--- config.mk ---
export PLATFORM = sky130hd
export DESIGN_NAME = fetch_unit
export DESIGN_NICKNAME = d
export VERILOG_FILES = /design/src/hdl/fetch_pkg.sv /design/src/hdl/fetch_unit.sv
export VERILOG_INCLUDE_DIRS = /design/src /design/src/hdl
export SDC_FILE = /design/constraint.sdc
export NUM_CORES = 1
export LEC_CHECK = 0
export BUFFER_PORTS_ARGS = -buffer_cell sky130_fd_sc_hd__buf_2
export CAP_MARGIN = 20
export CORE_MARGIN = 2
export CORE_UTILIZATION = 30
export CTS_BUF_LIST = sky130_fd_sc_hd__clkbuf_4
export DETAILED_ROUTE_END_ITERATION = 6
export SETUP_SLACK_MARGIN = 0.15
export SKIP_CTS_REPAIR_TIMING = 1
export SLEW_MARGIN = 20
export SYNTH_ARGS = -nofsm -noshare
export SYNTH_HDL_FRONTEND = slang
export SYNTH_SLANG_ARGS = --single-unit
--- constraint.sdc ---
create_clock -name clk -period 2.2 [get_ports clk]
set_input_delay 0.44 -clock clk [delete_from_list [all_inputs] [get_ports clk]]
set_output_delay 0.44 -clock clk [all_outputs]
set_load 0.05 [all_outputs]
--- src/hdl/fetch_macros.svh ---
// -----------------------------------------------
// widths, reset pc and ram depth for the fetch
// subsystem, included by every rtl file
// -----------------------------------------------

`ifndef FETCH_MACROS_SVH
`define FETCH_MACROS_SVH

// byte address width, 4 KiB of word ram
`define FETCH_ADDR_W 12

// ram depth in 32-bit words
`define MEM_WORDS 1024

// first fetch address out of reset
`define RESET_PC 0

// decode sequence number width
`define SEQ_BITS 5

// instruction and bus data width
`define INST_W 32

`endif

--- src/hdl/fetch_pkg.sv ---
// -----------------------------------------------
// state and opcode enums shared by rtl and tb
// -----------------------------------------------

`default_nettype none

package fetch_pkg;

  // fetch engine states
  typedef enum logic [1:0] {
    FS_REQ  = 2'd0,  // bus cycle open
    FS_HOLD = 2'd1,  // output buffer full or gap cycle
    FS_DROP = 2'd2   // stale response after redirect
  } fetch_state_e;

  // arbiter grant state
  typedef enum logic [1:0] {
    ARB_IDLE  = 2'd0,
    ARB_FETCH = 2'd1,
    ARB_DATA  = 2'd2
  } arb_state_e;

  // data port request opcodes
  typedef enum logic {
    DP_READ  = 1'b0,
    DP_WRITE = 1'b1
  } dp_op_e;

endpackage

`default_nettype wire

--- src/hdl/fetch_unit.sv ---
// -----------------------------------------------
// sequential instruction fetch over a read-only
// wishbone master, one-entry buffer toward decode
// redirect from decode reloads the pc
// -----------------------------------------------

`timescale 1ns/1ns
`default_nettype none

`include "fetch_macros.svh"

module fetch_unit (
  input  logic                     clk,
  input  logic                     rst_n,
  input  logic                     redirect,
  input  logic [`FETCH_ADDR_W-1:0] redirect_pc,
  output logic                     f_wb_cyc,
  output logic                     f_wb_stb,
  output logic [`FETCH_ADDR_W-1:0] f_wb_adr,
  input  logic [`INST_W-1:0]       f_wb_dat_r,
  input  logic                     f_wb_ack,
  output logic                     dec_val,
  input  logic                     dec_rdy,
  output logic [`INST_W-1:0]       dec_inst,
  output logic [`FETCH_ADDR_W-1:0] dec_pc,
  output logic [`SEQ_BITS-1:0]     dec_seq
);

  fetch_pkg::fetch_state_e state;

  // address of the open or next bus cycle
  logic [`FETCH_ADDR_W-1:0] fetch_pc;
  // target held while a stale cycle drains
  logic [`FETCH_ADDR_W-1:0] redir_pc;
  logic                     xfer;

  // redirect blocks any handoff in its cycle
  assign xfer = dec_val & dec_rdy & ~redirect;

  // cycle stays open through a drop, address frozen
  assign f_wb_cyc = (state == fetch_pkg::FS_REQ) | (state == fetch_pkg::FS_DROP);
  assign f_wb_stb = f_wb_cyc;
  assign f_wb_adr = fetch_pc;

  // -----------------------------------------------
  // control
  // -----------------------------------------------
  always_ff @(posedge clk or negedge rst_n) begin
    if (!rst_n) begin
      // gap state first, so cyc stays low in reset
      state    <= fetch_pkg::FS_HOLD;
      dec_val  <= 1'b0;
      fetch_pc <= `FETCH_ADDR_W'(`RESET_PC);
      dec_seq  <= '0;
    end else begin
      if (xfer) begin
        dec_seq <= dec_seq + `SEQ_BITS'(1);
      end
      case (state)
        fetch_pkg::FS_REQ: begin
          if (redirect) begin
            // response in flight is wrong path
            if (f_wb_ack) begin
              fetch_pc <= redirect_pc;
              state    <= fetch_pkg::FS_HOLD;
            end else begin
              state    <= fetch_pkg::FS_DROP;
            end
          end else if (f_wb_ack) begin
            dec_val  <= 1'b1;
            fetch_pc <= fetch_pc + `FETCH_ADDR_W'(4);
            state    <= fetch_pkg::FS_HOLD;
          end
        end
        fetch_pkg::FS_DROP: begin
          // a later redirect wins over the held one
          if (f_wb_ack) begin
            fetch_pc <= redirect ? redirect_pc : redir_pc;
            state    <= fetch_pkg::FS_HOLD;
          end
        end
        default: begin
          // cyc was low this cycle, may open a new one
          if (redirect) begin
            dec_val  <= 1'b0;
            fetch_pc <= redirect_pc;
            state    <= fetch_pkg::FS_REQ;
          end else if (xfer || !dec_val) begin
            dec_val  <= 1'b0;
            state    <= fetch_pkg::FS_REQ;
          end
        end
      endcase
    end
  end

  // -----------------------------------------------
  // payload, written only on a good response
  // -----------------------------------------------
  always_ff @(posedge clk) begin
    if (state == fetch_pkg::FS_REQ && f_wb_ack && !redirect) begin
      dec_inst <= f_wb_dat_r;
      dec_pc   <= fetch_pc;
    end
    if (redirect) begin
      redir_pc <= redirect_pc;
    end
  end

endmodule

`default_nettype wire

==> After elaboration in Yosys (flattened, before gate mapping) <==
Cells that the tools add are included.
{ "classes": {"bitwise_logic": 5, "add_sub_neg": 2, "n_mux": 18, "reduce_logical": 11, "n_eq_ne": 4} }
{ "ops": {"columns": ["operator", "n"], "rows": [
  ["12-bit two-way mux", 6],
  ["12-bit case mux with 2 select lines", 1],
  ["12-bit by 3-bit adder with 12-bit output, second input constant", 1],
  ["2-bit two-way mux", 5],
  ["2-bit inequality test, second input constant", 3],
  ["3-bit nonzero test", 2],
  ["5-bit by 1-bit adder with 5-bit output, second input constant", 1],
  ["1-bit two-way mux", 4],
  ["2-bit case mux with 2 select lines", 1],
  ["4-bit AND reduction", 1],
  ["4-bit nonzero test", 1],
  ["3-bit AND reduction", 1],
  ["1-bit AND", 2],
  ["2-bit == test, second input constant", 1],
  ["1-bit logical AND", 2],
  ["1-bit zero test", 2],
  ["2-bit zero test", 1],
  ["1-bit NOT", 2],
  ["1-bit case mux with 2 select lines", 1],
  ["1-bit logical OR", 1],
  ["1-bit OR", 1]
]} }
{ "word_totals": {"out_inout_bits": 64, "inputBits": 49, "reg_bits": 76} }

==> Logic depth before layout (Yosys ltp) <==
{ "logic_depth": {"depth_word": 6, "ltp_mapped": 6, "depth_no_buf": 5} }

==> Least setup slack after synthesis <==
No wires, ideal clock.
{ "synth_timing": {"kind": "register to register", "start": "reg state[0]", "end": "reg fetch_pc[8], in the netlist f_wb_adr[8]", "path_slack_ns": 0.045, "path_buffers": 1, "setup_ns": 0.087, "path_stages_with_launch": 7, "arrival_ns": 2.068, "synth_period_minus_slack_ns": 2.155, "path_cell_list": "dfstp_2 -> buf_4 -> nor3b_2 -> nand2b_1 -> inv_1 -> o21ai_0 -> o211ai_1"} }
{ "synth_via": {"elab_chain_len": 3, "word_cells_on_any_way": 7, "classes_between": "eq/ne: 3; mux: 1; reduce/logical: 3"} }
{ "synth_rtl": {"columns": ["element", "line_no", "rtl"], "rows": [
  ["from (decl)", "fetch_unit.sv:29", "fetch_pkg::fetch_state_e state;"],
  ["from (signal assigned)", "fetch_unit.sv:51", "state <= fetch_pkg::FS_HOLD;"],
  ["from (signal assigned)", "fetch_unit.sv:65", "state <= fetch_pkg::FS_HOLD;"],
  ["from (signal assigned)", "fetch_unit.sv:67", "state <= fetch_pkg::FS_DROP;"],
  ["2-bit == test or 2-bit zero test (tied branches)", "fetch_unit.sv:59", "case (state)"],
  ["2-bit inequality test (no source line) or 3-bit nonzero test (tied branches)", null, null],
  ["3-bit AND reduction (no source line)", null, null],
  ["to (signal assigned)", "fetch_unit.sv:53", "fetch_pc <= `FETCH_ADDR_W'(`RESET_PC);"],
  ["to (signal assigned)", "fetch_unit.sv:64", "fetch_pc <= redirect_pc;"],
  ["to (signal assigned)", "fetch_unit.sv:71", "fetch_pc <= fetch_pc + `FETCH_ADDR_W'(4);"],
  ["to (decl)", "fetch_unit.sv:32", "logic [`FETCH_ADDR_W-1:0] fetch_pc;"]
]} }
Parallel ways exist; a longest one is shown, timed or not.
A chain may end at the register's enable or synchronous reset.

==> Final worst setup path <==
{ "layout_timing": {"start": "reg state[0]", "end": "out f_wb_cyc"} }
{ "layout_via": {"elab_chain_len": 2, "word_cells_on_any_way": 3, "classes_between": "eq/ne: 1; bitwise: 1; reduce/logical: 1"} }
{ "layout_rtl": {"columns": ["element", "line_no", "rtl"], "rows": [
  ["2-bit == test or 2-bit zero test (tied branches)", "fetch_unit.sv:41", "assign f_wb_cyc = (state == fetch_pkg::FS_REQ) | (state == fetch_pkg::FS_DROP);"],
  ["1-bit OR (*)", "fetch_unit.sv:41", null],
  ["to (decl)", "fetch_unit.sv:17", "output logic f_wb_cyc,"]
]} }
Every way passes the cells marked *; elsewhere a longest branch is shown, timed or not.

==> results.toml <==
[grt]
gr-max-usage-layer = "met2"
grt_first_pass_wirelength_mm = 10.8
grt_util_met1_pct = 16.3
overflow = 0
use_met3_pct = 4.51
use_met2_pct = 20.0
grt_pass1_vias = 2091
grt_max_degree = 44
grt_usage_pct = 12.9
antenna_found_initial = 0

[layout]
postLayoutCoreUtil_pct = 39.9
n_antenna_cell = 0
nets = 389
area_delta_synth_final_pct = 29.5
final_cell_mix = "112 x buf_2, 44 x edfxtp_1, 19 x dfrtp_1"
drive_above_1_share_pct = 43.7
layout_commonest_cell = "buf_2"

[detailed_routing]
drtIter0Drc = 170
wirelength_mm = 6.80
routedWlPerCell_um = 14.3
drc = 0
vias = 2219
viasPerCell = 4.66
drt_first_pass_iters = 5
ant_nets = 0

[clock_network]
clkLatencyLatePin_ns = 0.43
clk_pin_slew_worst_paths_ns = 0.15
cts_tree = "built"
clock_path_buffers = 2
root_buffer = "clkbuf_4"
clkSinkCount = 76
cts_max_level = 3
cts_buffers = 9

[setup_path]
worstPathMaxFanout = 11
cp.arrival_ns = 1.45
critPathKind = "flop to primary output"
worstSetupStartpointType = "flop"
cp.required_ns = 1.76
end_kind = "primary output"

[synthesis]
ys_ff_latch = 76
ys.warnings.count = 0
yosysUniqueCellTypes = 46
netlist_instances = 218
syn_avg_cell_area_um2 = 13.8
syn_area_um2 = 3000
yosysSeqAreaShare_pct = 68.8
synth_edf_count = 44
syn_nets = 269
synth_flop_cell = "edfxtp_1"
async_reset_ff_share_pct = 26.3

[sta]
tightest_slew_ns = 0.496
period_minus_slack_ns = 1.89
finalHoldViolCount = 0
relSlewSlack_pct = 66.9
fin_setup_tns_ns = 0
timing.hold.ws_ns = 0.179
skew_ns = 0.0246
slew_violations = 0
setup_violations = 0
clock.fmax_mhz = 528
grt_setup_unrepaired = "false"
finalCritPeriodShare_pct = 86.0

[power]
switchingPower_w = 0.00151
swShare_pct = 38.8
combPwrFrac_pct = 29.0
p_seq_share_pct = 47.9
power.density_nw_per_um2 = 1000
leakagePower_nw = 1.62
p_int_w = 0.00238
ir_worst_vdd_uv = 595
p_clk_share_pct = 23.0

[floorplanning]
core_area_um2 = 9730
start_util_pct = 30.8
io_pins = 113
die_y_um = 104
die_x_um = 104
rows = 36
design.die.area_um2 = 10800

[outcome]
status = "finished, final reports clean"

[placement]
io_buffers = 112
dp_hpwl_mm = 5.01
gp_congestion = 0.781

[hold_path]
hp-class = "input pin to flop"

[job]
max_cap_viol_count = 0
[final timing paths]
check,slack (ns),from,end,cells past startpoint
max in group asynchronous,1.35,rst_n,f_wb_adr[0],2
worst max register to register,0.48,state[0],f_wb_adr[8],5
min in group asynchronous,0.49,rst_n,f_wb_adr[9],2
worst min-delay path,0.18,f_wb_dat_r[28],dec_inst[28],1
worst max-delay path,0.31,state[0],f_wb_cyc,2
worst min register to register,0.48,redir_pc[2],redir_pc[2],2
[layout make-up]
type / count / area (µm²)
timing repair buffer: 118 / 621
multi-input combinational: 122 / 838
clock buffer: 9 / 67.6
fill: 977 / 5850
inverter: 11 / 45.0
tap: 133 / 166
sequential: 76 / 2060
clock inverter: 7 / 82.6
[power by group through the flow]
stage	sequential [W]	clock [W]	combinational [W]
after CTS	0.00187	0.000930	0.00114
after global routing	0.00190	0.000981	0.00121
after floorplan	0.00236	0	0.000365
final	0.00187	0.000898	0.00113
after global placement	0.00190	0	0.00113
after detailed placement	0.00190	0	0.00114
[metal layers]
metal | vias up | part of all wire [%]
li1 | 1061 | -
met1 | 1028 | 45
met2 | 116 | 45
met3 | 14 | 8.3
met4 | 0 | 2.0
met5 | - | 0
[cell families after synthesis]
family / after synthesis / synth area share, %
adders and majority gates: 2 / 0.834
DFF: 76 / 68.8
AOI/OAI and AO/OA: 51 / 12.0
buffers and inverters: 20 / 3.25
muxes: 13 / 4.80
xor gates and xnor gates: 9 / 2.63
and+or+nand+nor: 47 / 7.72
[cells in the mapped netlist, types with 2 or more instances]
cell type / n / area [µm²]
o221ai_1: 6 / 52.6
buf_2: 3 / 15.0
nor2_1: 9 / 33.8
o21ai_0: 14 / 70.1
dfrtp_1: 19 / 475
ha_1: 2 / 25.0
nand2b_1: 3 / 18.8
nor3_1: 3 / 15.0
edfxtp_1: 44 / 1320
o2bb2ai_1: 2 / 17.5
inv_1: 11 / 41.3
xor2_1: 2 / 17.5
a31oi_1: 2 / 12.5
xnor2_1: 7 / 61.3
clkbuf_1: 2 / 7.51
a21oi_1: 6 / 30.0
mux2_2: 11 / 124
nand4_1: 4 / 25.0
a22oi_1: 5 / 37.5
mux2i_1: 2 / 20.0
dfxtp_1: 12 / 240
nor2b_1: 4 / 25.0
nand3_1: 6 / 30.0
buf_4: 3 / 22.5
o22ai_1: 2 / 12.5
nand2_1: 14 / 52.6
[metrics by stage]
stage               instances  cell area (µm²)  power (W)  setup slack, ns
floorplan                 218             3000    0.00272            0.256
global placement          459             3720    0.00303            0.449
detailed placement        459             3720    0.00304            0.427
CTS                       475             3870    0.00394            0.296
global route              476             3880    0.00409            0.234
finish                    476             3880    0.00390            0.307
[critical path, stage by stage (launching register included)]
cell     delay, ns
dfstp_2       0.66
inv_1         0.13
buf_2         0.23
[flip-flops by register name (all words and copies together), names as in the netlist]
name / cells
redir_pc: 12
dec_pc: 12
dec_val: 1
state: 2
dec_seq: 5
dec_inst: 32
f_wb_adr: 12
Power figures use the tool's default switching activity.
