==> config.mk <==
export PLATFORM = sky130hd
export DESIGN_NAME = wb_arbiter
export DESIGN_NICKNAME = d
export VERILOG_FILES = /design/src/hdl/fetch_pkg.sv /design/src/hdl/wb_arbiter.sv
export VERILOG_INCLUDE_DIRS = /design/src /design/src/hdl
export SDC_FILE = /design/constraint.sdc
export NUM_CORES = 1
export LEC_CHECK = 0
export BUFFER_PORTS_ARGS = -buffer_cell sky130_fd_sc_hd__clkbuf_2
export CAP_MARGIN = 20
export CORE_AREA = 3 3 80 82
export DETAILED_ROUTE_END_ITERATION = 10
export DIE_AREA = 0 0 83 85
export GPL_TIMING_DRIVEN = 0
export PLACE_DENSITY = 0.61
export SLEW_MARGIN = 20
export SYNTH_ARGS = -nofsm -noshare
export SYNTH_HDL_FRONTEND = slang
export SYNTH_SLANG_ARGS = --single-unit
==> constraint.sdc <==
create_clock -name clk -period 4.9 [get_ports clk]
set_clock_uncertainty 0.05 [all_clocks]
set_input_delay 0.98 -clock clk [delete_from_list [all_inputs] [get_ports clk]]
set_output_delay 0.98 -clock clk [all_outputs]
set_load 0.005 [all_outputs]
==> src/hdl/fetch_macros.svh <==
// -----------------------------------------------
// widths, reset pc and ram depth for the fetch
// subsystem, included by every rtl file
// -----------------------------------------------

`ifndef FETCH_MACROS_SVH
`define FETCH_MACROS_SVH

// byte address width, 4 KiB of word ram
`define FETCH_ADDR_W 12

// ram depth in 32-bit words
`define MEM_WORDS 1024

// first fetch address out of reset
`define RESET_PC 0

// decode sequence number width
`define SEQ_BITS 5

// instruction and bus data width
`define INST_W 32

`endif

==> src/hdl/fetch_pkg.sv <==
// -----------------------------------------------
// state and opcode enums shared by rtl and tb
// -----------------------------------------------

`default_nettype none

package fetch_pkg;

  // fetch engine states
  typedef enum logic [1:0] {
    FS_REQ  = 2'd0,  // bus cycle open
    FS_HOLD = 2'd1,  // output buffer full or gap cycle
    FS_DROP = 2'd2   // stale response after redirect
  } fetch_state_e;

  // arbiter grant state
  typedef enum logic [1:0] {
    ARB_IDLE  = 2'd0,
    ARB_FETCH = 2'd1,
    ARB_DATA  = 2'd2
  } arb_state_e;

  // data port request opcodes
  typedef enum logic {
    DP_READ  = 1'b0,
    DP_WRITE = 1'b1
  } dp_op_e;

endpackage

`default_nettype wire

==> src/hdl/wb_arbiter.sv <==
// -----------------------------------------------
// round-robin wishbone classic arbiter, fetch and
// data masters onto the single ram slave
// -----------------------------------------------

`timescale 1ns/1ns
`default_nettype none

`include "fetch_macros.svh"

module wb_arbiter (
  input  logic                     clk,
  input  logic                     rst_n,
  input  logic                     f_wb_cyc,
  input  logic                     f_wb_stb,
  input  logic [`FETCH_ADDR_W-1:0] f_wb_adr,
  output logic [`INST_W-1:0]       f_wb_dat_r,
  output logic                     f_wb_ack,
  input  logic                     d_wb_cyc,
  input  logic                     d_wb_stb,
  input  logic                     d_wb_we,
  input  logic [`FETCH_ADDR_W-1:0] d_wb_adr,
  input  logic [`INST_W-1:0]       d_wb_dat_w,
  output logic [`INST_W-1:0]       d_wb_dat_r,
  output logic                     d_wb_ack,
  output logic                     s_wb_cyc,
  output logic                     s_wb_stb,
  output logic                     s_wb_we,
  output logic [`FETCH_ADDR_W-1:0] s_wb_adr,
  output logic [`INST_W-1:0]       s_wb_dat_w,
  input  logic [`INST_W-1:0]       s_wb_dat_r,
  input  logic                     s_wb_ack
);

  fetch_pkg::arb_state_e state, gnt;
  fetch_pkg::arb_state_e pick;
  // data master had the last grant
  logic                  last_data;
  logic                  gnt_f, gnt_d;

  // both asking, the one not served last wins
  always_comb begin
    if (f_wb_cyc && d_wb_cyc) begin
      pick = last_data ? fetch_pkg::ARB_FETCH : fetch_pkg::ARB_DATA;
    end else if (f_wb_cyc) begin
      pick = fetch_pkg::ARB_FETCH;
    end else if (d_wb_cyc) begin
      pick = fetch_pkg::ARB_DATA;
    end else begin
      pick = fetch_pkg::ARB_IDLE;
    end
  end

  // grant held while owner's cyc high, else re-pick same cycle
  always_comb begin
    case (state)
      fetch_pkg::ARB_FETCH: gnt = f_wb_cyc ? fetch_pkg::ARB_FETCH : pick;
      fetch_pkg::ARB_DATA:  gnt = d_wb_cyc ? fetch_pkg::ARB_DATA : pick;
      default:              gnt = pick;
    endcase
  end

  assign gnt_f = (gnt == fetch_pkg::ARB_FETCH);
  assign gnt_d = (gnt == fetch_pkg::ARB_DATA);

  always_ff @(posedge clk or negedge rst_n) begin
    if (!rst_n) begin
      state     <= fetch_pkg::ARB_IDLE;
      last_data <= 1'b0;
    end else begin
      state <= gnt;
      if (gnt != fetch_pkg::ARB_IDLE) begin
        last_data <= gnt_d;
      end
    end
  end

  // slave side mux, fetch never writes
  assign s_wb_cyc   = (gnt_f & f_wb_cyc) | (gnt_d & d_wb_cyc);
  assign s_wb_stb   = (gnt_f & f_wb_stb) | (gnt_d & d_wb_stb);
  assign s_wb_we    = gnt_d & d_wb_we;
  assign s_wb_adr   = gnt_d ? d_wb_adr : f_wb_adr;
  assign s_wb_dat_w = gnt_d ? d_wb_dat_w : '0;

  // responses only to the owner
  assign f_wb_ack   = gnt_f & s_wb_ack;
  assign d_wb_ack   = gnt_d & s_wb_ack;
  assign f_wb_dat_r = gnt_f ? s_wb_dat_r : '0;
  assign d_wb_dat_r = gnt_d ? s_wb_dat_r : '0;

endmodule

`default_nettype wire

# == Yosys cells after proc, flatten, opt, wreduce, memory -nomap -nowiden ==
# Cells that the tools add are included.
# op_classes
n_eq_ne,4
muxes,11
bitwise,9
n_reduce_logical,2
# op_table
op,n
two-way mux 32 bit,3
two-way mux 12 bit,1
two-way mux 2 bit,6
AND 1 bit,7
== test 2 x 1 -> 1 bit (second input constant),2
== test 2 bit (second input constant),2
case mux 2 bit (2 select lines),1
bitwise OR 1 bit,2
nonzero test 2 bit,1
logical AND 1 bit,1
# totals
ff_bits,3
output_inout_bits,113
elab_cells,28

# == Longest topological paths before layout ==
# Gate-level depths: netlist (run 1).
# depth
word_depth,8
mapped_depth,6

# == Worst setup path before layout (run 1) ==
# Ideal clock, no wire load.
# synth_timing
path_type,register to output
startpoint,register state[0]
endpoint,output s_wb_adr[10]
t_arrival_ps,1783
required_ps,3870
path_slack_ps,2087
stages_incl_launch_ff,7
cell_sequence,dfrtp_1 > inv_1 > ha_1 > mux2_4 > a21oi_4 > buf_6 > mux2_1
# synth_between
elab_chain_cells,4
word_cells_on_any_way,5
cone_classes,eq/ne: 3; mux: 2
# synth_lines
element,line_no,rtl
start: declaration,wb_arbiter.sv:35,"fetch_pkg::arb_state_e state, gnt;"
start signal: assignment,wb_arbiter.sv:68,state <= fetch_pkg::ARB_IDLE;
start signal: assignment,wb_arbiter.sv:71,state <= gnt;
== test 2 bit / == test 2 x 1 -> 1 bit (equally long branches),wb_arbiter.sv:56,case (state)
case mux 2 bit (2 select lines) (*),wb_arbiter.sv:56,
== test 2 bit (*),wb_arbiter.sv:64,assign gnt_d = (gnt == fetch_pkg::ARB_DATA);
two-way mux 12 bit (*),wb_arbiter.sv:82,assign s_wb_adr = gnt_d ? d_wb_adr : f_wb_adr;
end: declaration,wb_arbiter.sv:29,"output logic [`FETCH_ADDR_W-1:0] s_wb_adr,"
# Every way passes the cells marked *; elsewhere a longest branch is shown, timed or not.

# == Worst setup path after layout (run 1) ==
# Ends and elaborated chain as after synthesis.

==> results of run 1 <==
power by group through the flow:
stage | clock network [uW] | logic, uW | registers [uW]
3_3_place_gp | 0 | 943 | 46.0
3_5_place_dp | 0 | 948 | 46.7
2_1_floorplan | 0 | 543 | 43.5
6_report | 72.2 | 938 | 46.3
4_1_cts | 73.4 | 955 | 46.4
5_1_grt | 74.7 | 1040 | 47.3
cell type report:
| type | count | area share |
|---|---|---|
| timing repair buffer | 208 | 0.454 |
| clock buffer | 4 | 0.0197 |
| buffer | 11 | 0.0317 |
| multi-input combinational | 130 | 0.418 |
| sequential | 3 | 0.0328 |
| inverter | 2 | 0.00328 |
| tap | 75 | 0.0409 |
final timing paths:
check,startpoint,endpoint,slack [ns],cells past startpoint
setup / recovery,state[0],s_wb_adr[10],1.57,7
hold / removal,rst_n,state[1],0.50,1
setup reg to reg,state[0],state[0],3.36,5
hold reg to reg,last_data,last_data,0.59,2
max in group asynchronous,rst_n,last_data,4.19,1
min in group clk,last_data,last_data,0.59,2
worst max-delay path: cells and delay by family (launching register included):
kind | cells | cell delay (ns)
adder cells (fa/ha/maj) | 1 | 0.37
multiplexers | 2 | 0.67
flip-flops | 1 | 0.34
buffers and inverters | 3 | 0.37
AO/OA/AOI/OAI | 1 | 0.34
cell usage in the layout, fill, tap and decap left out, types with 2 or more instances in the layout:
cell / count
a21oi_1: 2
and2_1: 99
clkbuf_2: 214
clkbuf_1: 4
clkbuf_8: 3
or2_2: 2
nand2_1: 3
mux2_1: 2
ha_1: 2
mux2_4: 11
dfrtp_1: 3
inv_1: 2
cells in the mapped netlist (all sizes together):
| master | number |
|---|---|
| a211oi | 1 |
| a21oi | 3 |
| a22o | 1 |
| a31oi | 1 |
| and2 | 99 |
| and2b | 1 |
| buf | 2 |
| clkbuf | 9 |
| dfrtp | 3 |
| ha | 2 |
| inv | 2 |
| mux2 | 13 |
| nand2 | 3 |
| nor2 | 1 |
| nor3 | 1 |
| o31ai | 2 |
| or2 | 2 |
per-layer routing:
| metal | GRT usage | up-vias |
|---|---|---|
| li1 | - | 881 |
| met1 | 0.157 | 761 |
| met2 | 0.240 | 111 |
| met3 | 0.0417 | 0 |
| met4 | 0.0267 | 0 |
| met5 | 0 | - |
kinds of logic after synthesis:
group	synth area share
adder cells (fa/ha/maj)	0.0225
AND/OR/NAND/NOR	0.594
multiplexers	0.169
buffers and inverters	0.0720
flip-flops	0.0675
AO/OA/AOI/OAI	0.0754
state kept, by name, summed over array words and instances (netlist names):
name / count
state: 2
last_data: 1
per-stage QoR:
step	hold slack [ns]	total power, uW	instances	util	cell area, sq um
2_1_floorplan	0.540	587	146	-	1110
3_3_place_gp	0.582	989	429	0.386	2250
3_5_place_dp	0.587	995	429	0.386	2250
4_1_cts	0.503	1070	433	0.394	2290
5_1_grt	0.513	1160	433	0.394	2290
6_report	0.503	1060	433	0.394	2290
==> metrics, run 1 <==
slew margin rel. 0.689; via count 1753; fillers 652; Row Count 28; Final Net Count 457; sw power 470 uW; IO Pins 209; combinational group share of total power 0.888; critical path's slowest cell ha_1; critical-path cell list inv_1, ha_1, mux2_4, a21oi_4, buf_6, mux2_1, clkbuf_2; initial core utilization 0.191; CTS Buf Count 3; area leader, netlist and2_1; 1st-pass router iterations 4; setup TNS 0 ns; Sw Share 0.445; Cell Area, Synth 1110 sq um; Root Driver clkbuf_8; die width 83 um; vias in the first global route 1708; layout cells sized above 1 0.659; Synth Warn # 0; die height 85 um; Fin. Hold Viols 0; Clk Latency, worst-skew pair 0.22 ns; register bit count reported by yosys 3; CP Capture Type output pin; CTS tree done; Power Internal 586 uW; Iteration-0 DRC Markers 28; Area contributors post-synth and2_1 (56%), mux2_4 (15%), dfrtp_1 (6.7%), clkbuf_2 (2.7%), ha_1 (2.2%); hold_buf cts 0; setup bufs post-CTS 0; syn nets 244; detailed-placement wirelength estimate 4.58 mm; final wirelength 5.15 mm; crit path max fanout 10; grt ovf 0; CTS clock-pin slew for the worst setup and hold paths 0.03 ns; CTS HTree Levels 1; largest net degree at the start of global routing 11; clock sinks 3; post-detailed-route count of antenna-violating nets 0; DR WL/cell 11.9 um; vias per cell 4.05; met3 WL 569 um; overall routing resource usage 0.134; Worst setup SP type flip-flop; max incr delay on CP 0.37 ns; met2 WL 2.65 mm; power share of the clock group 0.068; top cell type's share of synthesized area 0.557; endpoints failing setup 0; worst min path class input pin to async pin; Multi-input gate area 957 sq um; post_cts resized 0; post-synthesis sequential area ratio 0.0675; Avg Inst Size Synth 7.62 sq um; GPL Wtd Cong 0.801; Seq pwr share 0.044; Fmax achieved 300 MHz; initial antenna violation count 0; library cells used by synthesis 22; maxcap violations 0; Place WS 1.67 ns; worst slew pin tran 0.463 ns; CTS Buffer Depth 2; Crit path arrival time 2.30 ns; CP required 3.87 ns; Pins Over Slew Limit 0; Max VDD drop 0.000189 V; P&R area growth vs syn 106%; Register Area 75.1 sq um; crit path time final 3.33 ns; Port Buf Inserts 208; run status finished clean; diodes inserted 0; WS Path Type flip-flop to output pin; PnR worst setup slack 1.57 ns; Final Cycle Share 0.680; Pleak 0.00144 uW; global-route wire length before repair 8.05 mm; WL met1 1.93 mm; DR top layer met3; Core ar. 5820 sq um; Die Area 7060 sq um; Mapped Cells 146; Post-route DRC 0; RSZ-0062 raised after global routing no; Power Density 461 nW/um^2
(Power assumes the default switching activity.)
==> run 2, diff against run 1 <==
CORE_AREA = 3 3 79 81   (was 3 3 80 82)
DIE_AREA = 0 0 82 84   (was 0 0 83 85)
PLACE_DENSITY = 0.65   (was 0.61)
clock period = 2.9 ns   (was 4.9 ns; I/O delays follow)
==> run 2 against run 1 <==
Effect of this change: global-route usage increased by 2.0 points; sequential power rose by 68%; first-iteration DRC count is 57% lower; critical endpoint is now s_wb_adr[11]; design area is 1.6% higher; highest routed layer is now met4.
==> metrics, run 2 (same netlist as run 1, synthesis figures left out) <==
run status finished clean; CTS Buffer Depth 2 (unchanged); vias in the first global route 1776 (+4.0%); Post-Place Cell Area 2240 sq um (-0.17%); largest net degree at the start of global routing 11 (unchanged); final wirelength 5.70 mm (+11%); Iteration-0 DRC Markers 12 (-57%); clock sinks 3 (unchanged); diodes inserted 0 (unchanged); die width 82 um (-1.2%); hold_buf cts 0 (unchanged); Fmax achieved 354 MHz; CTS tree done; Die Area 6890 sq um (-2.4%); slew margin rel. 0.683 (-0.00594); P&R area growth vs syn 109%; grt ovf 0 (unchanged); global-route wire length before repair 8.52 mm (+5.9%); die height 84 um (-1.2%); Register Area 75.1 sq um (unchanged); Power Density 797 nW/um^2 (+73%); DP Cell Count 426 (-0.70%); total power 1860 uW (+76%); Final Net Count 460 (+0.66%); GPL Wtd Cong 0.861 (+7.4%); worst min path class input pin to async pin; IO Pins 209 (unchanged); layout cells sized above 1 0.673 (+0.0139); Worst setup SP type flip-flop; Multi-input gate area 960 sq um (+0.26%); endpoints failing setup 0 (unchanged); Final Cycle Share 0.974; 1st-pass router iterations 4 (unchanged); initial antenna violation count 0 (unchanged); CP required 2.27 ns (-1.60 ns); Max VDD drop 0.000401 V (+110%); crit path max fanout 10 (unchanged); Root Driver clkbuf_8; vias per cell 4.14 (+2.3%); initial core utilization 0.201 (+0.00950); detailed-placement wirelength estimate 5.12 mm (+12%); worst slew pin tran 0.472 ns (+0.00884 ns); CTS clock-pin slew for the worst setup and hold paths 0.03 ns (about the same); DR WL/cell 13.2 um (+11%); post-detailed-route count of antenna-violating nets 0 (unchanged); most frequent cells in the layout clkbuf_2 (217), and2_1 (99), mux2_4 (11); CTS HTree Levels 1 (unchanged); WS Path Type flip-flop to output pin; Pleak 0.00146 uW (+1.9%); setup TNS 0 ns (unchanged); Top Registers state: 2 flops, last_data: 1 flops; crit path time final 2.83 ns; most common cell after layout, fill and taps aside clkbuf_2; CP Capture Type output pin; PnR worst setup slack 0.0740 ns (-1.49 ns); overall routing resource usage 0.154 (+0.0203); fillers 615 (-5.7%); Finished Layout Cells 433 (unchanged); Pins Over Slew Limit 0 (unchanged); flop2flop setup slack 1.35 ns (-2.01 ns); Clk Latency, worst-skew pair 0.21 ns (about the same); Place WS 0.150 ns (-1.52 ns); Fin. Hold Viols 0 (unchanged); Largest register FFs 2 (unchanged); final instance area 2330 sq um (+1.6%); Post-route DRC 0 (unchanged); Largest Register state; via count 1793 (+2.3%); Row Count 27 (-3.6%); Port Buf Inserts 208 (unchanged); CTS Buf Count 3 (unchanged); Core ar. 5540 sq um (-4.7%); maxcap violations 0 (unchanged); Crit path arrival time 2.20 ns (-0.10 ns)
-- run 2: worst max-delay path, stage by stage (launching register included) --
cell      delay [ns]
dfrtp_1         0.35
inv_1           0.05
ha_2            0.37
mux2_4          0.34
a21oi_4         0.18
buf_4           0.15
buf_12          0.14
mux2_4          0.30
clkbuf_2        0.11
-- run 2: worst paths after layout --
path | end | startpoint | depth (start not counted)
max in group asynchronous | last_data | rst_n | 1
hold / removal | state[1] | rst_n | 1
hold reg to reg | last_data | last_data | 2
min in group clk | last_data | last_data | 2
setup reg to reg | state[0] | state[0] | 5
setup / recovery | s_wb_adr[11] | state[0] | 8
-- run 2: metrics by stage --
| stage | utilization | hold WS (ns) |
|---|---|---|
| floorplan | - | 0.234 |
| global placement | 0.405 | 0.326 |
| detailed placement | 0.405 | 0.327 |
| CTS | 0.419 | 0.106 |
| global route | 0.421 | 0.104 |
| finish | 0.421 | 0.105 |
-- run 2: timing repair --
| action | in CTS | in global routing |
|---|---|---|
| buffers inserted | 3 | 0 |
| hold endpoints to repair | 0 | 0 |
| gates resized for setup | 0 | 7 |
| endpoints found under the setup margin | 13 | 43 |
| pin swaps | 1 | 0 |
-- run 2: routing by layer --
metal  wire (um)  GRT usage
met1        1960      0.159
met2        2910      0.301
met3         749     0.0378
met4          82     0.0317
met5           0          0
-- run 2: layout make-up --
| class | count | share of cell area |
|---|---|---|
| Timing Repair Buffer | 211 | 0.462 |
| Multi-Input combinational cell | 130 | 0.412 |
| Tap cell | 72 | 0.0387 |
| Buffer | 11 | 0.0328 |
| Sequential cell | 3 | 0.0322 |
| Clock buffer | 4 | 0.0193 |
| Inverter | 2 | 0.00322 |
-- run 2: where the power goes --
part | leakage [uW] | internal, uW | switching (uW) | total [uW]
Sequential | 0.0000372 | 62.5 | 15.6 | 78.0
Combinational | 0.00140 | 894 | 765 | 1660
Clock | 0.0000228 | 93.7 | 26.4 | 120
