<file path="config.mk">
export PLATFORM = sky130hd
export DESIGN_NAME = data_port
export DESIGN_NICKNAME = d
export VERILOG_FILES = /design/src/hdl/fetch_pkg.sv /design/src/hdl/data_port.sv
export VERILOG_INCLUDE_DIRS = /design/src /design/src/hdl
export SDC_FILE = /design/constraint.sdc
export NUM_CORES = 1
export LEC_CHECK = 0
export ABC_AREA = 1
export BUFFER_PORTS_ARGS = -buffer_cell sky130_fd_sc_hd__buf_2
export CAP_MARGIN = 20
export CORE_MARGIN = 3
export CORE_UTILIZATION = 35
export DETAILED_ROUTE_END_ITERATION = 6
export GPL_TIMING_DRIVEN = 0
export PLACE_DENSITY = 0.72
export SYNTH_ARGS = -nofsm -noshare
export SYNTH_HDL_FRONTEND = slang
export SYNTH_SLANG_ARGS = --single-unit
</file>
<file path="constraint.sdc">
create_clock -name clk -period 1.65 [get_ports clk]
set_input_delay 0.0825 -clock clk [delete_from_list [all_inputs] [get_ports clk]]
set_output_delay 0.0825 -clock clk [all_outputs]
set_load 0.01 [all_outputs]
</file>
<file path="src/hdl/fetch_macros.svh">
// -----------------------------------------------
// widths, reset pc and ram depth for the fetch
// subsystem, included by every rtl file
// -----------------------------------------------

`ifndef FETCH_MACROS_SVH
`define FETCH_MACROS_SVH

// byte address width, 4 KiB of word ram
`define FETCH_ADDR_W 12

// ram depth in 32-bit words
`define MEM_WORDS 1024

// first fetch address out of reset
`define RESET_PC 0

// decode sequence number width
`define SEQ_BITS 5

// instruction and bus data width
`define INST_W 32

`endif

</file>
<file path="src/hdl/fetch_pkg.sv">
// -----------------------------------------------
// state and opcode enums shared by rtl and tb
// -----------------------------------------------

`default_nettype none

package fetch_pkg;

  // fetch engine states
  typedef enum logic [1:0] {
    FS_REQ  = 2'd0,  // bus cycle open
    FS_HOLD = 2'd1,  // output buffer full or gap cycle
    FS_DROP = 2'd2   // stale response after redirect
  } fetch_state_e;

  // arbiter grant state
  typedef enum logic [1:0] {
    ARB_IDLE  = 2'd0,
    ARB_FETCH = 2'd1,
    ARB_DATA  = 2'd2
  } arb_state_e;

  // data port request opcodes
  typedef enum logic {
    DP_READ  = 1'b0,
    DP_WRITE = 1'b1
  } dp_op_e;

endpackage

`default_nettype wire

</file>
<file path="src/hdl/data_port.sv">
// -----------------------------------------------
// data side wishbone master, one request at a time
// response registered until dresp_rdy
// -----------------------------------------------

`timescale 1ns/1ns
`default_nettype none

`include "fetch_macros.svh"

module data_port (
  input  logic                     clk,
  input  logic                     rst_n,
  input  logic                     dreq_val,
  output logic                     dreq_rdy,
  input  fetch_pkg::dp_op_e        dreq_op,
  input  logic [`FETCH_ADDR_W-1:0] dreq_addr,
  input  logic [`INST_W-1:0]       dreq_wdata,
  output logic                     dresp_val,
  input  logic                     dresp_rdy,
  output logic [`INST_W-1:0]       dresp_rdata,
  output logic                     d_wb_cyc,
  output logic                     d_wb_stb,
  output logic                     d_wb_we,
  output logic [`FETCH_ADDR_W-1:0] d_wb_adr,
  output logic [`INST_W-1:0]       d_wb_dat_w,
  input  logic [`INST_W-1:0]       d_wb_dat_r,
  input  logic                     d_wb_ack
);

  fetch_pkg::dp_op_e op_q;

  // idle means no bus cycle and no pending response
  assign dreq_rdy = ~d_wb_cyc & ~dresp_val;
  assign d_wb_stb = d_wb_cyc;
  assign d_wb_we  = (op_q == fetch_pkg::DP_WRITE);

  // control
  always_ff @(posedge clk or negedge rst_n) begin
    if (!rst_n) begin
      d_wb_cyc  <= 1'b0;
      dresp_val <= 1'b0;
    end else begin
      if (dreq_val && dreq_rdy) begin
        d_wb_cyc <= 1'b1;
      end else if (d_wb_ack) begin
        // cycle ends, writes answer too
        d_wb_cyc  <= 1'b0;
        dresp_val <= 1'b1;
      end else if (dresp_val && dresp_rdy) begin
        dresp_val <= 1'b0;
      end
    end
  end

  // request and response payload
  always_ff @(posedge clk) begin
    if (dreq_val && dreq_rdy) begin
      op_q       <= dreq_op;
      d_wb_adr   <= dreq_addr;
      d_wb_dat_w <= dreq_wdata;
    end
    if (d_wb_cyc && d_wb_ack) begin
      dresp_rdata <= d_wb_dat_r;
    end
  end

endmodule

`default_nettype wire

</file>
After elaboration in Yosys (flattened, before gate mapping)
Cells that the tools add are included.
W data, S select, Z words.
{"block": "op_classes", "reduce_logical": 6, "n_bitwise": 4, "mux": 4}
{"cell": "$mux W1", "n": 4}
{"cell": "$reduce_bool A2 Y1", "n": 2}
{"cell": "$logic_and A1 B1 Y1", "n": 3}
{"cell": "$not A1 Y1", "n": 3}
{"cell": "$reduce_and A2 Y1", "n": 1}
{"cell": "$and A1 B1 Y1", "n": 1}
{"block": "totals", "in_bits": 82, "output_inout_bits": 81, "word_cells": 20, "regBits": 79}

Longest topological paths before layout
Gate-level depths: netlist (run 1).
{"block": "depth", "depth_word": 5, "ltp_mapped": 4, "depth_no_buf": 4}

Least setup slack after synthesis (run 1)
OpenSTA, ideal clock, no wires.
{"block": "synth_path", "path_type": "reg-to-reg", "startpoint": "register d_wb_cyc", "endpoint": "register d_wb_adr[0] (enable)", "setup_ns": 0.399, "slack_ns": -0.335, "arrival_time_ns": 1.586, "path_stages_with_launch": 4, "path_cell_list": "dfrtp_1 -> nor2_2 -> nand2_2 -> inv_1"}
{"block": "synth_between", "elab_chain_cells": 3}
{"element": "start: declaration", "line": "data_port.sv:22", "text": "output logic d_wb_cyc,"}
{"element": "start signal: assignment", "line": "data_port.sv:41", "text": "d_wb_cyc <= 1'b0;"}
{"element": "start signal: assignment", "line": "data_port.sv:45", "text": "d_wb_cyc <= 1'b1;"}
{"element": "start signal: assignment", "line": "data_port.sv:48", "text": "d_wb_cyc <= 1'b0;"}
{"element": "$not A1 Y1", "line": "data_port.sv:34", "text": "assign dreq_rdy = ~d_wb_cyc & ~dresp_val;"}
{"element": "$and A1 B1 Y1", "line": "data_port.sv:34"}
{"element": "via dreq_rdy", "line": "data_port.sv:15", "text": "output logic dreq_rdy,"}
{"element": "$logic_and A1 B1 Y1", "line": "data_port.sv:58", "text": "if (dreq_val && dreq_rdy) begin"}
{"element": "end signal: assignment", "line": "data_port.sv:60", "text": "d_wb_adr <= dreq_addr;"}
{"element": "end: declaration", "line": "data_port.sv:25", "text": "output logic [`FETCH_ADDR_W-1:0] d_wb_adr,"}
The timed path passes the listed nets, and every way through them passes these cells.
A chain may end at the register's enable or synchronous reset.

Worst setup path in the final report (run 1)
{"block": "layout_path", "startpoint": "register dresp_val", "endpoint": "register dresp_val"}
{"block": "layout_between", "elab_chain_cells": 5, "word_cells_on_any_way": 7, "classes_between": "3 x bitwise; 4 x reduce/logical"}
{"element": "start: declaration", "line": "data_port.sv:19", "text": "output logic dresp_val,"}
{"element": "start signal: assignment", "line": "data_port.sv:42", "text": "dresp_val <= 1'b0;"}
{"element": "start signal: assignment", "line": "data_port.sv:49", "text": "dresp_val <= 1'b1;"}
{"element": "start signal: assignment", "line": "data_port.sv:51", "text": "dresp_val <= 1'b0;"}
{"element": "$not A1 Y1", "line": "data_port.sv:34"}
{"element": "$and A1 B1 Y1", "line": "data_port.sv:34"}
{"element": "$logic_and A1 B1 Y1", "line": "data_port.sv:44", "text": "if (dreq_val && dreq_rdy) begin"}
{"element": "$not A1 Y1 (no source line)"}
{"element": "$reduce_and A2 Y1 (no source line) *"}
Mark *: on every way between the ends. The rest lies on a longest branch, timed or not.

==> results of run 1 <==
[logic make-up (layout without fill, tap and decap cells)]
logic type             Yosys count  count (layout)  share of synthesized area, %
flip-flops                      79              79                          97.7
AND/OR/NAND/NOR                  6               6                          1.14
buffers and inverters            5             266                         0.932
AO/OA/AOI/OAI                    1               1                         0.207
other                            0               1                             0
[routing by layer]
metal / wire, um / vias to the layer above
li1: - / 863
met1: 2720 / 859
met2: 3570 / 121
met3: 777 / 12
met4: 110 / 0
met5: 0 / -
[cell usage in the layout, fill, tap and decap left out]
cell | synthesis | routed
clkinvlp_4 | 0 | 5
bufinv_16 | 0 | 1
clkinv_2 | 0 | 1
buf_2 | 0 | 162
clkbuf_8 | 0 | 9
nand2_1 | 4 | 4
o21ai_0 | 1 | 1
clkbuf_1 | 0 | 3
edfxtp_1 | 77 | 77
inv_1 | 4 | 2
diode_2 | 0 | 1
nand2_2 | 1 | 1
dfrtp_2 | 0 | 1
clkinv_1 | 0 | 1
buf_4 | 1 | 1
dlygate4sd3_1 | 0 | 81
nor2_2 | 1 | 1
dfrtp_1 | 2 | 1
[power by group]
| group | total [mW] | internal (mW) | switching (mW) |
|---|---|---|---|
| Combinational | 0.515 | 0.276 | 0.239 |
| Clock | 1.35 | 0.694 | 0.659 |
| Sequential | 2.38 | 2.34 | 0.0336 |
[critical path: stages (launching register included)]
cell	delay (ns)
dfrtp_1	0.42
nor2_2	0.15
nand2_2	0.13
nand2_1	0.09
nand2_1	0.04
dlygate4sd3_1	0.56
[sequential cells by signal, summed over array words and instances (netlist names)]
| name | flops |
|---|---|
| dresp_val | 1 |
| d_wb_we | 1 |
| d_wb_adr | 12 |
| dresp_rdata | 32 |
| d_wb_dat_w | 32 |
| d_wb_cyc | 1 |
[worst min path at each step]
stage                     start                    end  slack, ns  depth (start not counted)
after floorplan           rst_n   d_wb_cyc$_DFFE_PN0P_      -0.21                          0
after global placement    rst_n  dresp_val$_DFFE_PN0P_      -0.13                          1
after detailed placement  rst_n  dresp_val$_DFFE_PN0P_      -0.13                          1
after CTS                 rst_n  dresp_val$_DFFE_PN0P_       0.05                          2
after global routing      rst_n   d_wb_cyc$_DFFE_PN0P_       0.05                          2
final                     rst_n   d_wb_cyc$_DFFE_PN0P_       0.06                          2
[layout make-up]
class,instances,area (sq um)
Inverter,4,22.5
Fill cell,431,2190
Buffer,1,7.51
Multi-Input combinational cell,7,32.5
Timing Repair Buffer,243,1620
Tap cell,77,96.3
Antenna cell,1,2.50
Timing Repair inverter,2,15.0
Clock inverter,4,46.3
Sequential cell,79,2360
Clock buffer,12,135
[through the flow]
step / util (%) / setup WS (ns) / TNS, ns / cell area, sq um / hold WS, ns
global route: 66.5 / 0.0199 / 0 / 4340 / 0.0508
global placement: 51.0 / -0.188 / -9.52 / 3330 / -0.134
detailed placement: 51.0 / -0.248 / -12.92 / 3330 / -0.129
CTS: 66.3 / 0.0929 / 0 / 4330 / 0.0495
floorplan: - / 0.0199 / 0 / 2420 / -0.213
finish: 66.5 / 0.137 / 0 / 4340 / 0.0640
[timing repair]
item                                   CTS  global route
setup endpoints to repair               77            52
gates cloned                             1             1
endpoints found under the hold margin   81             0
resized for setup                        2             2
hold buffers                            81             0
==> flow_metrics.env, run 1 <==
export IMPL_dr_first_iter_drc_count=52
export IMPL_finalPower_mw=4.24
export IMPL_required_ns=1.87
export IMPL_synth_seq_cells=79
export IMPL_grt_met3_usage_pct=8.76
export IMPL_synth_area_leader_cell="edfxtp_1"
export IMPL_worstSetupPathType="reg -> reg"
export IMPL_crit_path_end_kind="flop"
export IMPL_grt_use_total_pct=18.2
export IMPL_dp_cells=330
export IMPL_hold_viol_final=0
export IMPL_crit_fanout=4
export IMPL_grt_pass1_vias=2036
export IMPL_report_final_slew_viol_count=0
export IMPL_cts_buffers=9
export IMPL_coreArea_sq_mm=0.00653
export IMPL_synth_avg_cell_area_sq_um=26.6
export IMPL_die_w_um=89.1
export IMPL_yosysUniqueCellTypes=8
export IMPL_cts_buffer_depth=2
export IMPL_grt_max_degree=33
export IMPL_area_delta_synth_final_pct=79.7
export IMPL_ant_nets=0
export IMPL_htree_levels=3
export IMPL_grt_use_met1_pct=19.7
export IMPL_max_freq_ghz=0.661
export IMPL_maxCapViolCount=0
export IMPL_grt_pass1_wl_mm=10.2
export IMPL_port_buffers=162
export IMPL_grt_ovfl_total=0
export IMPL_rsz0062_at_grt="no"
export IMPL_finClkSkew_ns=0.00814
export IMPL_cp_endpoint="dresp_val$_DFFE_PN0P_"
export IMPL_max_vdd_ir_drop_uv=596
export IMPL_clock_sinks=79
export IMPL_initial_core_util_pct=37.0
export IMPL_r2r_start="dresp_val$_DFFE_PN0P_"
export IMPL_status="finished clean"
export IMPL_netlist_area_sq_mm=0.00242
export IMPL_antenna_found_initial=0
export IMPL_fp_row_count=29
export IMPL_start_kind="flop"
export IMPL_top_usage_layer="met2"
export IMPL_clockRootBuffer="clkbuf_8"
export IMPL_r2r_slack_ns=0.14
export IMPL_vias=1855
export IMPL_cts_tree="yes"
export IMPL_relSlewSlack_pct=66.7
export IMPL_synthTopCellsByCount="edfxtp_1 (77), inv_1 (4), nand2_1 (4)"
export IMPL_met2_usage_pct=30.6
export IMPL_finalSetupViolations=0
export IMPL_synth_top_cells_by_area="edfxtp_1 (96%), dfrtp_1 (2.1%), inv_1 (0.62%)"
export IMPL_yosysMostFrequentCell="edfxtp_1"
export IMPL_synth_main_ff_cell="edfxtp_1"
export IMPL_die_height_um=89.1
export IMPL_cp_startpoint="dresp_val$_DFFE_PN0P_"
export IMPL_drcViolationCount=0
export IMPL_viasPerCell=4.31
export IMPL_p_per_area_mw_per_mm2=977
export IMPL_critPathArrivalTime_ns=1.73
export IMPL_place_congestion=0.786
export IMPL_ys_warn_count=0
export IMPL_finalCriticalPeriod_ns=1.51
export IMPL_netlist_instances=91
export IMPL_seq_area_frac_synth_pct=97.7
export IMPL_dieArea_sq_mm=0.00794
export IMPL_synthArstFlopShare_pct=2.53
export IMPL_synth_edf_count=77
export IMPL_hpwl_mm=4.08
export IMPL_drive_above_1_share_pct=51.7
export IMPL_power_leakage_nw=1.83
export IMPL_rr_worst_depth=5
export IMPL_postCtsSetupBuffers=0
export IMPL_hold_class="in -> async"
export IMPL_postSynthNetCount=173
export IMPL_layout_nets=429
export IMPL_routed_wl_mm=7.18
export IMPL_clkSlewWorstSetupHoldPaths_ns=0.07
export IMPL_tightest_slew_ns=0.499
export IMPL_r2r_end="dresp_val$_DFFE_PN0P_"
export IMPL_synth_top_area_share_pct=95.7
export IMPL_stdcell_count=430
export IMPL_clk_latency_ns=0.34
export IMPL_io_pins=163
export IMPL_first_pass_iters=4
export IMPL_detail_route_wl_per_cell_um=16.7
export IMPL_fin_crit_sh_pct=91.7
(Power assumes the default switching activity.)
==> run 2: changes to the inputs <==
Settings changed: CORE_UTILIZATION 35 to 30, PLACE_DENSITY 0.72 to default.
Clock period 1.65 ns to 1.85 ns, I/O delays scaled along.
==> flow_metrics.env, run 2 (synthesis gave the netlist of run 1 again) <==
export IMPL_dr_wl_met3_um=877
export IMPL_first_pass_iters=4
export IMPL_fill_cells=597
export IMPL_finalPower_mw=3.78
export IMPL_required_ns=1.77
export IMPL_slowest_stage="clkinvlp_4"
export IMPL_crit_fanout=23
export IMPL_path_buf_inv=1
export IMPL_hold_viol_final=0
export IMPL_die_height_um=95.8
export IMPL_area_delta_synth_final_pct=81.4
export IMPL_grt_pass1_wl_mm=9.03
export IMPL_drcViolationCount=0
export IMPL_start_kind="flop"
export IMPL_cts_tree="yes"
export IMPL_p_per_area_mw_per_mm2=862
export IMPL_finalSetupViolations=0
export IMPL_hold_class="in -> async"
export IMPL_dieArea_sq_mm=0.00917
export IMPL_routed_wl_mm=6.33
export IMPL_critPathArrivalTime_ns=1.43
export IMPL_worstSetupPathType="reg -> reg"
export IMPL_rsz0062_at_grt="no"
export IMPL_wl_met1_mm=2.38
export IMPL_maxCapViolCount=0
export IMPL_max_vdd_ir_drop_uv=474
export IMPL_routed_top_layer="met4"
export IMPL_layout_nets=428
export IMPL_clockRootBuffer="clkbuf_8"
export IMPL_cpPeakStageDelay_ns=0.45
export IMPL_critical_path_top_delay_family="buffers and inverters"
export IMPL_grt_pass1_vias=1909
export IMPL_die_w_um=95.8
export IMPL_crit_path_end_kind="flop"
export IMPL_diodes=0
export IMPL_register_area_sq_mm=0.00236
export IMPL_clkSlewWorstSetupHoldPaths_ns=0.08
export IMPL_grt_max_degree=28
export IMPL_mostFrequentLayoutCells="buf_2 (162), dlygate4sd3_1 (80), edfxtp_1 (77), clkbuf_8 (9)"
export IMPL_cts_buffer_depth=2
export IMPL_grt_ovfl_total=0
export IMPL_status="finished clean"
export IMPL_dp_slack_ns=-0.0403
export IMPL_initial_core_util_pct=31.1
export IMPL_clk_latency_ns=0.33
export IMPL_cts_buffers=9
export IMPL_detail_route_wl_per_cell_um=14.0
export IMPL_finalCriticalPeriod_ns=1.51
export IMPL_reg_top3="d_wb_dat_w x32, dresp_rdata x32, d_wb_adr x12"
export IMPL_tightest_slew_ns=0.488
export IMPL_viasPerCell=3.96
export IMPL_place_congestion=0.630
export IMPL_clock_sinks=79
export IMPL_multi_input_area_sq_um=32.5
export IMPL_finClkSkew_ns=0.0111
export IMPL_drive_above_1_share_pct=51.9
export IMPL_coreArea_sq_mm=0.00777
export IMPL_tns_ns=0
export IMPL_report_final_slew_viol_count=0
export IMPL_fp_row_count=32
export IMPL_ant_nets=0
export IMPL_final_common_cell="buf_2"
export IMPL_io_pins=163
export IMPL_antenna_found_initial=0
export IMPL_relSlewSlack_pct=67.4
export IMPL_fin_crit_sh_pct=81.5
export IMPL_port_buffers=162
export IMPL_postCtsSetupBuffers=0
export IMPL_max_freq_ghz=0.663
export IMPL_htree_levels=3
export IMPL_power_leakage_nw=1.85
export IMPL_dr_first_iter_drc_count=34
export IMPL_holdWs_ns=0.0621
export IMPL_grt_use_total_pct=13.5
export IMPL_vias=1792
export IMPL_cp_cell_sequence="nor2_2, nand2_2, clkinvlp_4"
export IMPL_layout_setup_ws_ns=0.342
export IMPL_met2_length_mm=2.95
run 2: repair_timing:
action,4_1_cts,5_1_grt
hold endpoints to repair,81,0
gates resized for setup,1,0
hold buffers,80,0
endpoints found under the setup margin,45,0
run 2: area by class of cell:
type,instances,share of cell area [%]
sequential,79,53.9
timing repair inverter,1,0.171
buffer,1,0.171
multi-input combinational,7,0.742
inverter,4,0.428
timing repair buffer,243,37.4
clock inverter,5,1.34
clock buffer,11,3.00
tap,102,2.91
run 2: path summary, 6_finish.rpt:
path,from,end,slack (ns),cells past startpoint
min reg2reg,dresp_val$_DFFE_PN0P_,dresp_val$_DFFE_PN0P_,0.56,2
max,d_wb_cyc$_DFFE_PN0P_,d_wb_adr[5]$_DFFE_PP_,0.34,3
min in group clk,dreq_val,d_wb_cyc$_DFFE_PN0P_,0.09,3
max in group asynchronous,rst_n,dresp_val$_DFFE_PN0P_,1.69,2
min,rst_n,d_wb_cyc$_DFFE_PN0P_,0.06,2
max reg2reg,d_wb_cyc$_DFFE_PN0P_,d_wb_adr[5]$_DFFE_PP_,0.34,3
run 2: where the power goes:
group / internal (mW) / switching [mW]
registers: 2.09 / 0.0275
clock network: 0.624 / 0.587
logic: 0.251 / 0.203
run 2: through the flow:
| stage | instance area, sq um | cells | util, % |
|---|---|---|---|
| after floorplan | 2420 | 91 | - |
| after global placement | 3360 | 355 | 43.3 |
| after global routing | 4390 | 453 | 56.5 |
| after CTS | 4390 | 453 | 56.5 |
| final | 4390 | 453 | 56.5 |
| after detailed placement | 3390 | 356 | 43.6 |
run 2: metal layers:
layer  track usage, %  vias to the layer above
met5                0                        -
met3             6.88                       10
met2             22.3                      124
met4             6.75                        0
met1             14.3                      797
li1                 -                      861
